`src/hdl/br_pkg.sv`:
```
`default_nettype none

package br_pkg;

	// ----------------------------------------
	// Widths
	// ----------------------------------------
	typedef logic [31:0] word_t;
	// Word-aligned PC, bits 31 to 2
	typedef logic [29:0] pc_word_t;
	typedef logic [4:0]  reg_idx_t;
	// Counter table index, PC bits 5 to 2
	typedef logic [3:0]  bht_idx_t;
	typedef logic [1:0]  ctr_t;

	localparam int       BHT_DEPTH = 16;
	// Weakly not taken
	localparam ctr_t     CTR_RESET = 2'b01;
	// Link register
	localparam reg_idx_t RA_REG    = 5'd1;

	// ----------------------------------------
	// Major opcodes, inst[31:26]
	// ----------------------------------------
	localparam logic [5:0] OP_JIRL = 6'h13;
	localparam logic [5:0] OP_B    = 6'h14;
	localparam logic [5:0] OP_BL   = 6'h15;
	localparam logic [5:0] OP_BEQ  = 6'h16;
	localparam logic [5:0] OP_BNE  = 6'h17;
	localparam logic [5:0] OP_BLT  = 6'h18;
	localparam logic [5:0] OP_BGE  = 6'h19;
	localparam logic [5:0] OP_BLTU = 6'h1a;
	localparam logic [5:0] OP_BGEU = 6'h1b;

	typedef enum logic [1:0] {
		BR_NONE = 2'd0,
		BR_IMM  = 2'd1,
		BR_IND  = 2'd2,
		BR_COND = 2'd3
	} br_kind_e;

	typedef enum logic [2:0] {
		CMP_EQ  = 3'd0,
		CMP_NE  = 3'd1,
		CMP_LT  = 3'd2,
		CMP_GE  = 3'd3,
		CMP_LTU = 3'd4,
		CMP_GEU = 3'd5
	} cmp_kind_e;

	// Return stack hint
	typedef enum logic [1:0] {
		CLS_PC_REL = 2'd0,
		CLS_ABS    = 2'd1,
		CLS_CALL   = 2'd2,
		CLS_RET    = 2'd3
	} br_class_e;

	// ----------------------------------------
	// Stage records
	// ----------------------------------------
	typedef struct packed {
		word_t    pc;
		word_t    inst;
		word_t    rj_val;
		word_t    rd_val;
		pc_word_t pred_npc;
	} br_req_t;

	typedef struct packed {
		word_t       pc;
		word_t       rj_val;
		word_t       rd_val;
		pc_word_t    pred_npc;
		br_kind_e    kind;
		cmp_kind_e   cmp;
		logic        link;
		reg_idx_t    rj_idx;
		reg_idx_t    rd_idx;
		logic [15:0] offs16;
		logic [25:0] offs26;
	} br_dec_t;

	// Kind rides along so the result stage can drop non-branches
	typedef struct packed {
		pc_word_t  pc;
		pc_word_t  target;
		pc_word_t  actual_npc;
		pc_word_t  pred_npc;
		br_kind_e  kind;
		logic      taken;
		br_class_e cls;
	} br_exe_t;

	typedef struct packed {
		pc_word_t  pc;
		pc_word_t  target;
		logic      taken;
		br_class_e cls;
		logic      flush;
		ctr_t      ctr;
	} br_update_t;

endpackage

`default_nettype wire

```
`src/hdl/br_decode.sv`:
```
`timescale 1ns/1ps
`default_nettype none

module br_decode (
	input  logic             clk,
	input  logic             rst_i,
	input  logic             req_valid_i,
	input  br_pkg::br_req_t  req_i,
	output logic             dec_valid_o,
	output br_pkg::br_dec_t  dec_o
);

	import br_pkg::*;

	logic [5:0] opcode;
	br_kind_e   kind;
	cmp_kind_e  cmp;
	logic       link;
	br_dec_t    dec_next;

	assign opcode = req_i.inst[31:26];

	// ----------------------------------------
	// Opcode match
	// ----------------------------------------
	always_comb begin
		kind = BR_NONE;
		cmp  = CMP_EQ;
		link = 1'b0;
		case (opcode)
			OP_JIRL: kind = BR_IND;
			OP_B:    kind = BR_IMM;
			OP_BL: begin
				kind = BR_IMM;
				link = 1'b1;
			end
			OP_BEQ: begin
				kind = BR_COND;
				cmp  = CMP_EQ;
			end
			OP_BNE: begin
				kind = BR_COND;
				cmp  = CMP_NE;
			end
			OP_BLT: begin
				kind = BR_COND;
				cmp  = CMP_LT;
			end
			OP_BGE: begin
				kind = BR_COND;
				cmp  = CMP_GE;
			end
			OP_BLTU: begin
				kind = BR_COND;
				cmp  = CMP_LTU;
			end
			OP_BGEU: begin
				kind = BR_COND;
				cmp  = CMP_GEU;
			end
			default: ;
		endcase
	end

	// Field extraction, offs26 high part sits in inst[9:0]
	always_comb begin
		dec_next.pc       = req_i.pc;
		dec_next.rj_val   = req_i.rj_val;
		dec_next.rd_val   = req_i.rd_val;
		dec_next.pred_npc = req_i.pred_npc;
		dec_next.kind     = kind;
		dec_next.cmp      = cmp;
		dec_next.link     = link;
		dec_next.rj_idx   = req_i.inst[9:5];
		dec_next.rd_idx   = req_i.inst[4:0];
		dec_next.offs16   = req_i.inst[25:10];
		dec_next.offs26   = {req_i.inst[9:0], req_i.inst[25:10]};
	end

	always_ff @(posedge clk) begin
		if (rst_i) begin
			dec_valid_o <= 1'b0;
		end else begin
			dec_valid_o <= req_valid_i;
		end
	end

	// Payload only
	always_ff @(posedge clk) begin
		if (req_valid_i) begin
			dec_o <= dec_next;
		end
	end

	a_dec_kind_known: assert property (
		@(posedge clk) disable iff (rst_i)
		dec_valid_o |-> !$isunknown(dec_o.kind)
	);

endmodule

`default_nettype wire

```
`src/hdl/br_execute.sv`:
```
`timescale 1ns/1ps
`default_nettype none

module br_execute (
	input  logic             clk,
	input  logic             rst_i,
	input  logic             dec_valid_i,
	input  br_pkg::br_dec_t  dec_i,
	output logic             exe_valid_o,
	output br_pkg::br_exe_t  exe_o
);

	import br_pkg::*;

	word_t     offs16_ext;
	word_t     offs26_ext;
	word_t     pc_plus4;
	word_t     target;
	word_t     actual_npc;
	logic      taken;
	logic      cmp_true;
	br_class_e cls;
	br_exe_t   exe_next;

	// Offsets sign extended and scaled to bytes
	assign offs16_ext = {{14{dec_i.offs16[15]}}, dec_i.offs16, 2'b00};
	assign offs26_ext = {{4{dec_i.offs26[25]}}, dec_i.offs26, 2'b00};
	assign pc_plus4   = dec_i.pc + 32'd4;

	// ----------------------------------------
	// Compare
	// ----------------------------------------
	always_comb begin
		case (dec_i.cmp)
			CMP_EQ:  cmp_true = dec_i.rj_val == dec_i.rd_val;
			CMP_NE:  cmp_true = dec_i.rj_val != dec_i.rd_val;
			CMP_LT:  cmp_true = $signed(dec_i.rj_val) < $signed(dec_i.rd_val);
			CMP_GE:  cmp_true = $signed(dec_i.rj_val) >= $signed(dec_i.rd_val);
			CMP_LTU: cmp_true = dec_i.rj_val < dec_i.rd_val;
			CMP_GEU: cmp_true = dec_i.rj_val >= dec_i.rd_val;
			default: cmp_true = 1'b0;
		endcase
	end

	// ----------------------------------------
	// Target and direction
	// ----------------------------------------
	always_comb begin
		case (dec_i.kind)
			BR_IMM: begin
				target = dec_i.pc + offs26_ext;
				taken  = 1'b1;
			end
			BR_IND: begin
				target = dec_i.rj_val + offs16_ext;
				taken  = 1'b1;
			end
			BR_COND: begin
				target = dec_i.pc + offs16_ext;
				taken  = cmp_true;
			end
			default: begin
				target = pc_plus4;
				taken  = 1'b0;
			end
		endcase
	end

	assign actual_npc = taken ? target : pc_plus4;

	// Call wins over return, e.g. jirl ra, ra, 0
	always_comb begin
		if (dec_i.link || (dec_i.kind == BR_IND && dec_i.rd_idx == RA_REG)) begin
			cls = CLS_CALL;
		end else if (dec_i.kind == BR_IND && dec_i.rj_idx == RA_REG &&
				dec_i.offs16 == 16'd0 && dec_i.rd_idx == 5'd0) begin
			cls = CLS_RET;
		end else if (dec_i.kind == BR_IMM || dec_i.kind == BR_IND) begin
			cls = CLS_ABS;
		end else begin
			cls = CLS_PC_REL;
		end
	end

	always_comb begin
		exe_next.pc         = dec_i.pc[31:2];
		exe_next.target     = target[31:2];
		exe_next.actual_npc = actual_npc[31:2];
		exe_next.pred_npc   = dec_i.pred_npc;
		exe_next.kind       = dec_i.kind;
		exe_next.taken      = taken;
		exe_next.cls        = cls;
	end

	always_ff @(posedge clk) begin
		if (rst_i) begin
			exe_valid_o <= 1'b0;
		end else begin
			exe_valid_o <= dec_valid_i;
		end
	end

	always_ff @(posedge clk) begin
		if (dec_valid_i) begin
			exe_o <= exe_next;
		end
	end

endmodule

`default_nettype wire

```
`src/hdl/br_result.sv`:
```
`timescale 1ns/1ps
`default_nettype none

module br_result (
	input  logic               clk,
	input  logic               rst_i,
	input  logic               exe_valid_i,
	input  br_pkg::br_exe_t    exe_i,
	output logic               upd_valid_o,
	output br_pkg::br_update_t upd_o
);

	import br_pkg::*;

	// Direction counter table
	ctr_t     bht_q [BHT_DEPTH];
	bht_idx_t idx;
	ctr_t     ctr_cur;
	ctr_t     ctr_next;
	logic     is_branch;
	logic     flush;

	assign is_branch = exe_valid_i && (exe_i.kind != BR_NONE);
	assign idx       = exe_i.pc[3:0];
	assign ctr_cur   = bht_q[idx];
	assign flush     = exe_i.pred_npc != exe_i.actual_npc;

	// ----------------------------------------
	// Saturating train
	// ----------------------------------------
	always_comb begin
		ctr_next = ctr_cur;
		if (exe_i.taken) begin
			if (ctr_cur != 2'b11) begin
				ctr_next = ctr_cur + 2'd1;
			end
		end else begin
			if (ctr_cur != 2'b00) begin
				ctr_next = ctr_cur - 2'd1;
			end
		end
	end

	// Read and write in the same cycle so back-to-back hits chain
	always_ff @(posedge clk) begin
		if (rst_i) begin
			upd_valid_o <= 1'b0;
			for (int i = 0; i < BHT_DEPTH; i++) begin
				bht_q[i] <= CTR_RESET;
			end
		end else begin
			upd_valid_o <= is_branch;
			if (is_branch) begin
				bht_q[idx] <= ctr_next;
			end
		end
	end

	always_ff @(posedge clk) begin
		if (is_branch) begin
			upd_o.pc     <= exe_i.pc;
			upd_o.target <= exe_i.target;
			upd_o.taken  <= exe_i.taken;
			upd_o.cls    <= exe_i.cls;
			upd_o.flush  <= flush;
			upd_o.ctr    <= ctr_next;
		end
	end

	// ----------------------------------------
	// Checks
	// ----------------------------------------
	a_idle_after_reset: assert property (
		@(posedge clk) rst_i |=> !upd_valid_o
	);

	a_no_update_non_branch: assert property (
		@(posedge clk) disable iff (rst_i)
		(exe_valid_i && exe_i.kind == BR_NONE) |=> !upd_valid_o
	);

endmodule

`default_nettype wire

```
`src/hdl/branch_unit.sv`:
```
`timescale 1ns/1ps
`default_nettype none

module branch_unit (
	input  logic               clk,
	input  logic               rst_i,
	input  logic               req_valid_i,
	input  br_pkg::br_req_t    req_i,
	output logic               upd_valid_o,
	output br_pkg::br_update_t upd_o
);

	import br_pkg::*;

	logic    dec_valid;
	br_dec_t dec;
	logic    exe_valid;
	br_exe_t exe;

	// Decode, one cycle
	br_decode u_br_decode (
		.clk         (clk),
		.rst_i       (rst_i),
		.req_valid_i (req_valid_i),
		.req_i       (req_i),
		.dec_valid_o (dec_valid),
		.dec_o       (dec)
	);

	// Compare and target, one cycle
	br_execute u_br_execute (
		.clk         (clk),
		.rst_i       (rst_i),
		.dec_valid_i (dec_valid),
		.dec_i       (dec),
		.exe_valid_o (exe_valid),
		.exe_o       (exe)
	);

	// Misprediction check and counter training
	br_result u_br_result (
		.clk         (clk),
		.rst_i       (rst_i),
		.exe_valid_i (exe_valid),
		.exe_i       (exe),
		.upd_valid_o (upd_valid_o),
		.upd_o       (upd_o)
	);

endmodule

`default_nettype wire

```
`config.mk`:
```
export PLATFORM = sky130hd
export DESIGN_NAME = branch_unit
export DESIGN_NICKNAME = d
export VERILOG_FILES = /design/src/hdl/br_pkg.sv /design/src/hdl/br_decode.sv /design/src/hdl/br_execute.sv /design/src/hdl/br_result.sv /design/src/hdl/branch_unit.sv
export SDC_FILE = /design/constraint.sdc
export NUM_CORES = 1
export LEC_CHECK = 0
export BUFFER_PORTS_ARGS = -buffer_cell sky130_fd_sc_hd__buf_4
export CAP_MARGIN = 10
export CORE_ASPECT_RATIO = 0.9
export CORE_UTILIZATION = 50
export CTS_CLUSTER_DIAMETER = 40
export DETAILED_ROUTE_END_ITERATION = 8
export PLACE_DENSITY = 0.76
export SYNTH_ARGS = -nofsm -noshare
export SYNTH_HDL_FRONTEND = slang
export SYNTH_SLANG_ARGS = --single-unit
```
`constraint.sdc`:
```
create_clock -name clk -period 4.86 [get_ports clk]
set_input_delay 0.243 -clock clk [delete_from_list [all_inputs] [get_ports clk]]
set_output_delay 0.243 -clock clk [all_outputs]
set_load 0.01 [all_outputs]
```
==> key figures <==
Floorplan
  – Die width: between 200 and 250 µm
  – DIE AREA: 37700 µm²
  – Row cnt: 66
  – Core area: 36300 µm²
  – Ports: 228
  – Die H: around 180 µm
  – Starting Density: 50.9%

Routing
  – DR vias: 12.8k
  – Starting DRT DRC Count: between 1k and 1.5k
  – WL per Instance: 21.6 µm
  – DRC: 0
  – Post-DRT Antenna Nets: 0
  – Routed WL: 48.8 mm
  – Pre-antenna DRT Iters: 5
  – Vias per std cell: 5.66

Synth
  – Post-synth ARST share: 0%
  – Seq/Total Area, Yosys: 62.5%
  – Number of synthesized flops with an enable pin: about 380
  – Yosys warnings: 0
  – Register bit total from synthesis: 386
  – Post-Syn Area: roughly 18000 µm²
  – Syn Nets: ~1.6k
  – Gate Count Post-Synth: roughly 1.3k
  – Top FF cell, synth: edfxtp_1
  – Syn Area/Cell: 13.9 µm²
  – Distinct cells, synth: 78

Outcome
  – Status: finished, final reports clean

CTS
  – Clk Latency, worst-skew pair: 0.58 ns
  – CTS Buffer Depth: 3
  – Num CTS Buffers: 50
  – CTS sink count: 386
  – Post-CTS sizing: 0
  – CTS tree: done
  – Htree depth: 2
  – Clk root buf: clkbuf_16
  – Clk slew on worst S/H paths: 0.07 ns

Hold path
  – Worst hold path class: in -> reg

Global routing
  – Gr busiest metal: met2
  – Initial antenna violation count: 1
  – Pin count of the biggest net entering global routing: 96
  – GRT overflow: 0
  – Met1 Usage GRT: 37.5%
  – First-pass GRT wire length: 73.3 mm
  – GR Util All Layers: 25.9%
  – Vias in the first global route: approximately 13k
  – GR Util met3: 5.04%
  – Met2 usage: between 40% and 50%

Pwr
  – Total power: 9.44 mW
  – Net Sw Frac: 27.1%
  – Power per cell area: 394 nW/µm²
  – Clock share of power: 39.0%
  – Int Power: 6.88 mW
  – Combinational share of power: between 10% and 20%
  – VDD IR max: 321 µV
  – Static Leakage: 9.22 nW
  – Sequential power share: roughly 44%
  – Net Switching: 2.56 mW

Timing
  – Setup TNS: 0 ns
  – Hold Fails Final Rpt: 0
  – Slew headroom: between 30% and 40%
  – Final Skew: between 0.02 and 0.025 ns
  – Final worst-path cycle share: 89.4%
  – Setup repair after global routing missed its margin: no
  – Minimum clock period: 4.34 ns
  – Setup violations, final: 0
  – Max frequency: 230 MHz
  – Least-Margin Pin Slew: 1.02 ns
  – Max Slew Vio Count: 0

Critical path
  – Slowest cell on the critical path: ha_1
  – CP peak stage delay: 0.53 ns
  – Critical R2R Capture: u_br_execute.exe_o[53]
  – Crit-path cells: ha_1 > buf_12 > mux2_2 > ha_1 > o21ai_0 > o21bai_1 > o21ai_0 > or3b_2 > a21boi_1 > o21ai_0 > and4_1 > a211oi_1 > mux2i_1
  – Worst r2r src: u_br_decode.dec_o[57]
  – R2R cell count: 13
  – CP Buf/Inv Count: 1
  – Arr. time, crit path: 4.64 ns
  – CP required: 5.15 ns
  – Stages on worst setup path: 13
  – Delay-heaviest family, CP: compound AO/OA/AOI/OAI gates
  – Cell mode on critical path: o21ai_0
  – R2r setup slk: 0.52 ns
  – Critical path peak fanout: 25
  – Crit. End Element: flop
  – CP Launch Type: flop
  – Critical path class: reg -> reg
  – Critical path capture point: u_br_execute.exe_o[53]
  – Crit path from: u_br_decode.dec_o[57]

Flow run
  – Max-Cap Viols: 0

Placed design
  – Routability congestion estimate: 0.905
  – DP Wirelength: 32.7 mm
  – Port Buf Inserts: 225

Finish
  – Nets: 1999
  – Share of layout cells above drive strength 1: 22.1%
  – Layout area overhead: 29.8%
-- per-stage QoR --
step	utilization [%]	instances	hold slack, ns	instance area (µm²)	worst slack (ns)
floorplan	-	1330	0.342	18400	0.735
global placement	57.2	2012	0.403	20700	0.564
detailed placement	57.2	2012	0.405	20700	0.533
CTS	66.0	2255	0.0290	23900	0.532
global route	66.0	2257	0.0763	23900	0.263
finish	66.0	2257	0.0987	23900	0.515
-- registers in the layout, summed over array words and instances (netlist names), named ones only --
signal                    flops
u_br_execute.exe_o          125
u_br_execute.exe_valid_o      1
u_br_decode.dec_o           156
u_br_result.bht_q            32
u_br_result.upd_valid_o       1
u_br_decode.dec_valid_o       1
u_br_result.upd_o            66
-- cell type report --
cell class | instances | area [µm²]
clock inverter | 37 | 388
fill | 2460 | 12300
sequential | 386 | 11500
antenna | 1 | 2.50
tap | 476 | 596
inverter | 61 | 229
multi-input combinational | 852 | 6570
timing repair buffer | 390 | 3330
clock buffer | 54 | 1290
-- routing by layer --
layer / share of wire (%) / wire length (µm)
met1: 45 / 21900
met3: 7.5 / 3660
met5: 0 / 0
met2: 46 / 22400
met4: 1.6 / 789
-- how the worst min path moves through the flow --
stage / start / end / slack [ns] / cells after the start
after detailed placement: u_br_decode.dec_o[74] / u_br_execute.exe_o[21] / 0.40 / 0
after CTS: req_i[120] / u_br_decode.dec_o[52] / 0.03 / 3
after global placement: u_br_execute.exe_o[120] / u_br_result.upd_o[61] / 0.40 / 0
after global routing: req_i[120] / u_br_decode.dec_o[52] / 0.08 / 3
after floorplan: req_i[104] / u_br_decode.dec_o[0] / 0.34 / 0
final: req_i[120] / u_br_decode.dec_o[52] / 0.1 / 3
-- worst reg2reg max path: stages (launching register included) --
cell	delay [ns]
edfxtp_1	0.41
ha_1	0.53
buf_12	0.25
mux2_2	0.36
ha_1	0.37
o21ai_0	0.12
o21bai_1	0.22
o21ai_0	0.15
or3b_2	0.52
a21boi_1	0.21
o21ai_0	0.12
and4_1	0.23
a211oi_1	0.45
mux2i_1	0.14
-- repair_timing --
item / 4_1_cts / 5_1_grt
hold buffers: 152 / 0
setup buffers: 0 / 0
endpoints found under the hold margin: 154 / 0
-- power by group through the flow --
stage / Sequential (mW) / Combinational, mW / Clock (mW)
floorplan: 4.14 / 0.998 / 0
global placement: 4.22 / 1.42 / 0
detailed placement: 4.22 / 1.45 / 0
CTS: 4.16 / 1.57 / 3.73
global route: 4.18 / 1.74 / 3.87
finish: 4.16 / 1.60 / 3.68
-- synthesized netlist by cell type, types with 11 or more instances --
cell      instances  share of area [%]
a211oi_1         16               0.65
a21o_1           31                1.3
a21oi_1          52                1.4
edfxtp_1        379                 62
nand4_1          25               0.85
nor2_1           65                1.3
ha_1             95                6.4
nor3_1           24               0.65
nand2_1          59                1.2
mux2i_1          56                3.0
mux2_2           37                2.3
nand2b_1         28               0.95
nand3_1          38                1.0
xnor2_1          55                2.6
clkbuf_1         24               0.49
o21ai_0          42                1.1
and3_1           13               0.44
nor4_1           11               0.37
xor2_1           46                2.2
a22oi_1          19               0.77
nor2b_1          11               0.37
inv_1            61                1.2
-- placed cells by master (no fill, tap or decap), types with 25 or more instances in the layout --
cell type      Yosys  routed
dlygate4sd3_1      0     152
o21ai_0           42      42
a21oi_1           52      52
buf_4              1     234
nor2_1            65      65
ha_1              95      94
nand3_1           38      38
xnor2_1           55      55
nand2b_1          28      28
nand2_1           59      59
a21o_1            31      31
nand4_1           25      25
clkbuf_16          0      51
inv_1             61      60
mux2_2            37      37
xor2_1            46      46
mux2i_1           56      56
edfxtp_1         379     379
-- kinds of logic after synthesis --
group                    count (synthesis)  synth area share, %
adder cells (fa/ha/maj)                 99                 6.77
XOR/XNOR                               102                 4.89
multiplexers                           103                 6.48
flip-flops                             386                 62.5
AND/OR/NAND/NOR                        311                 8.76
AO/OA/AOI/OAI                          237                 8.68
buffers and inverters                   92                 1.95
Power figures use the tool's default switching activity.
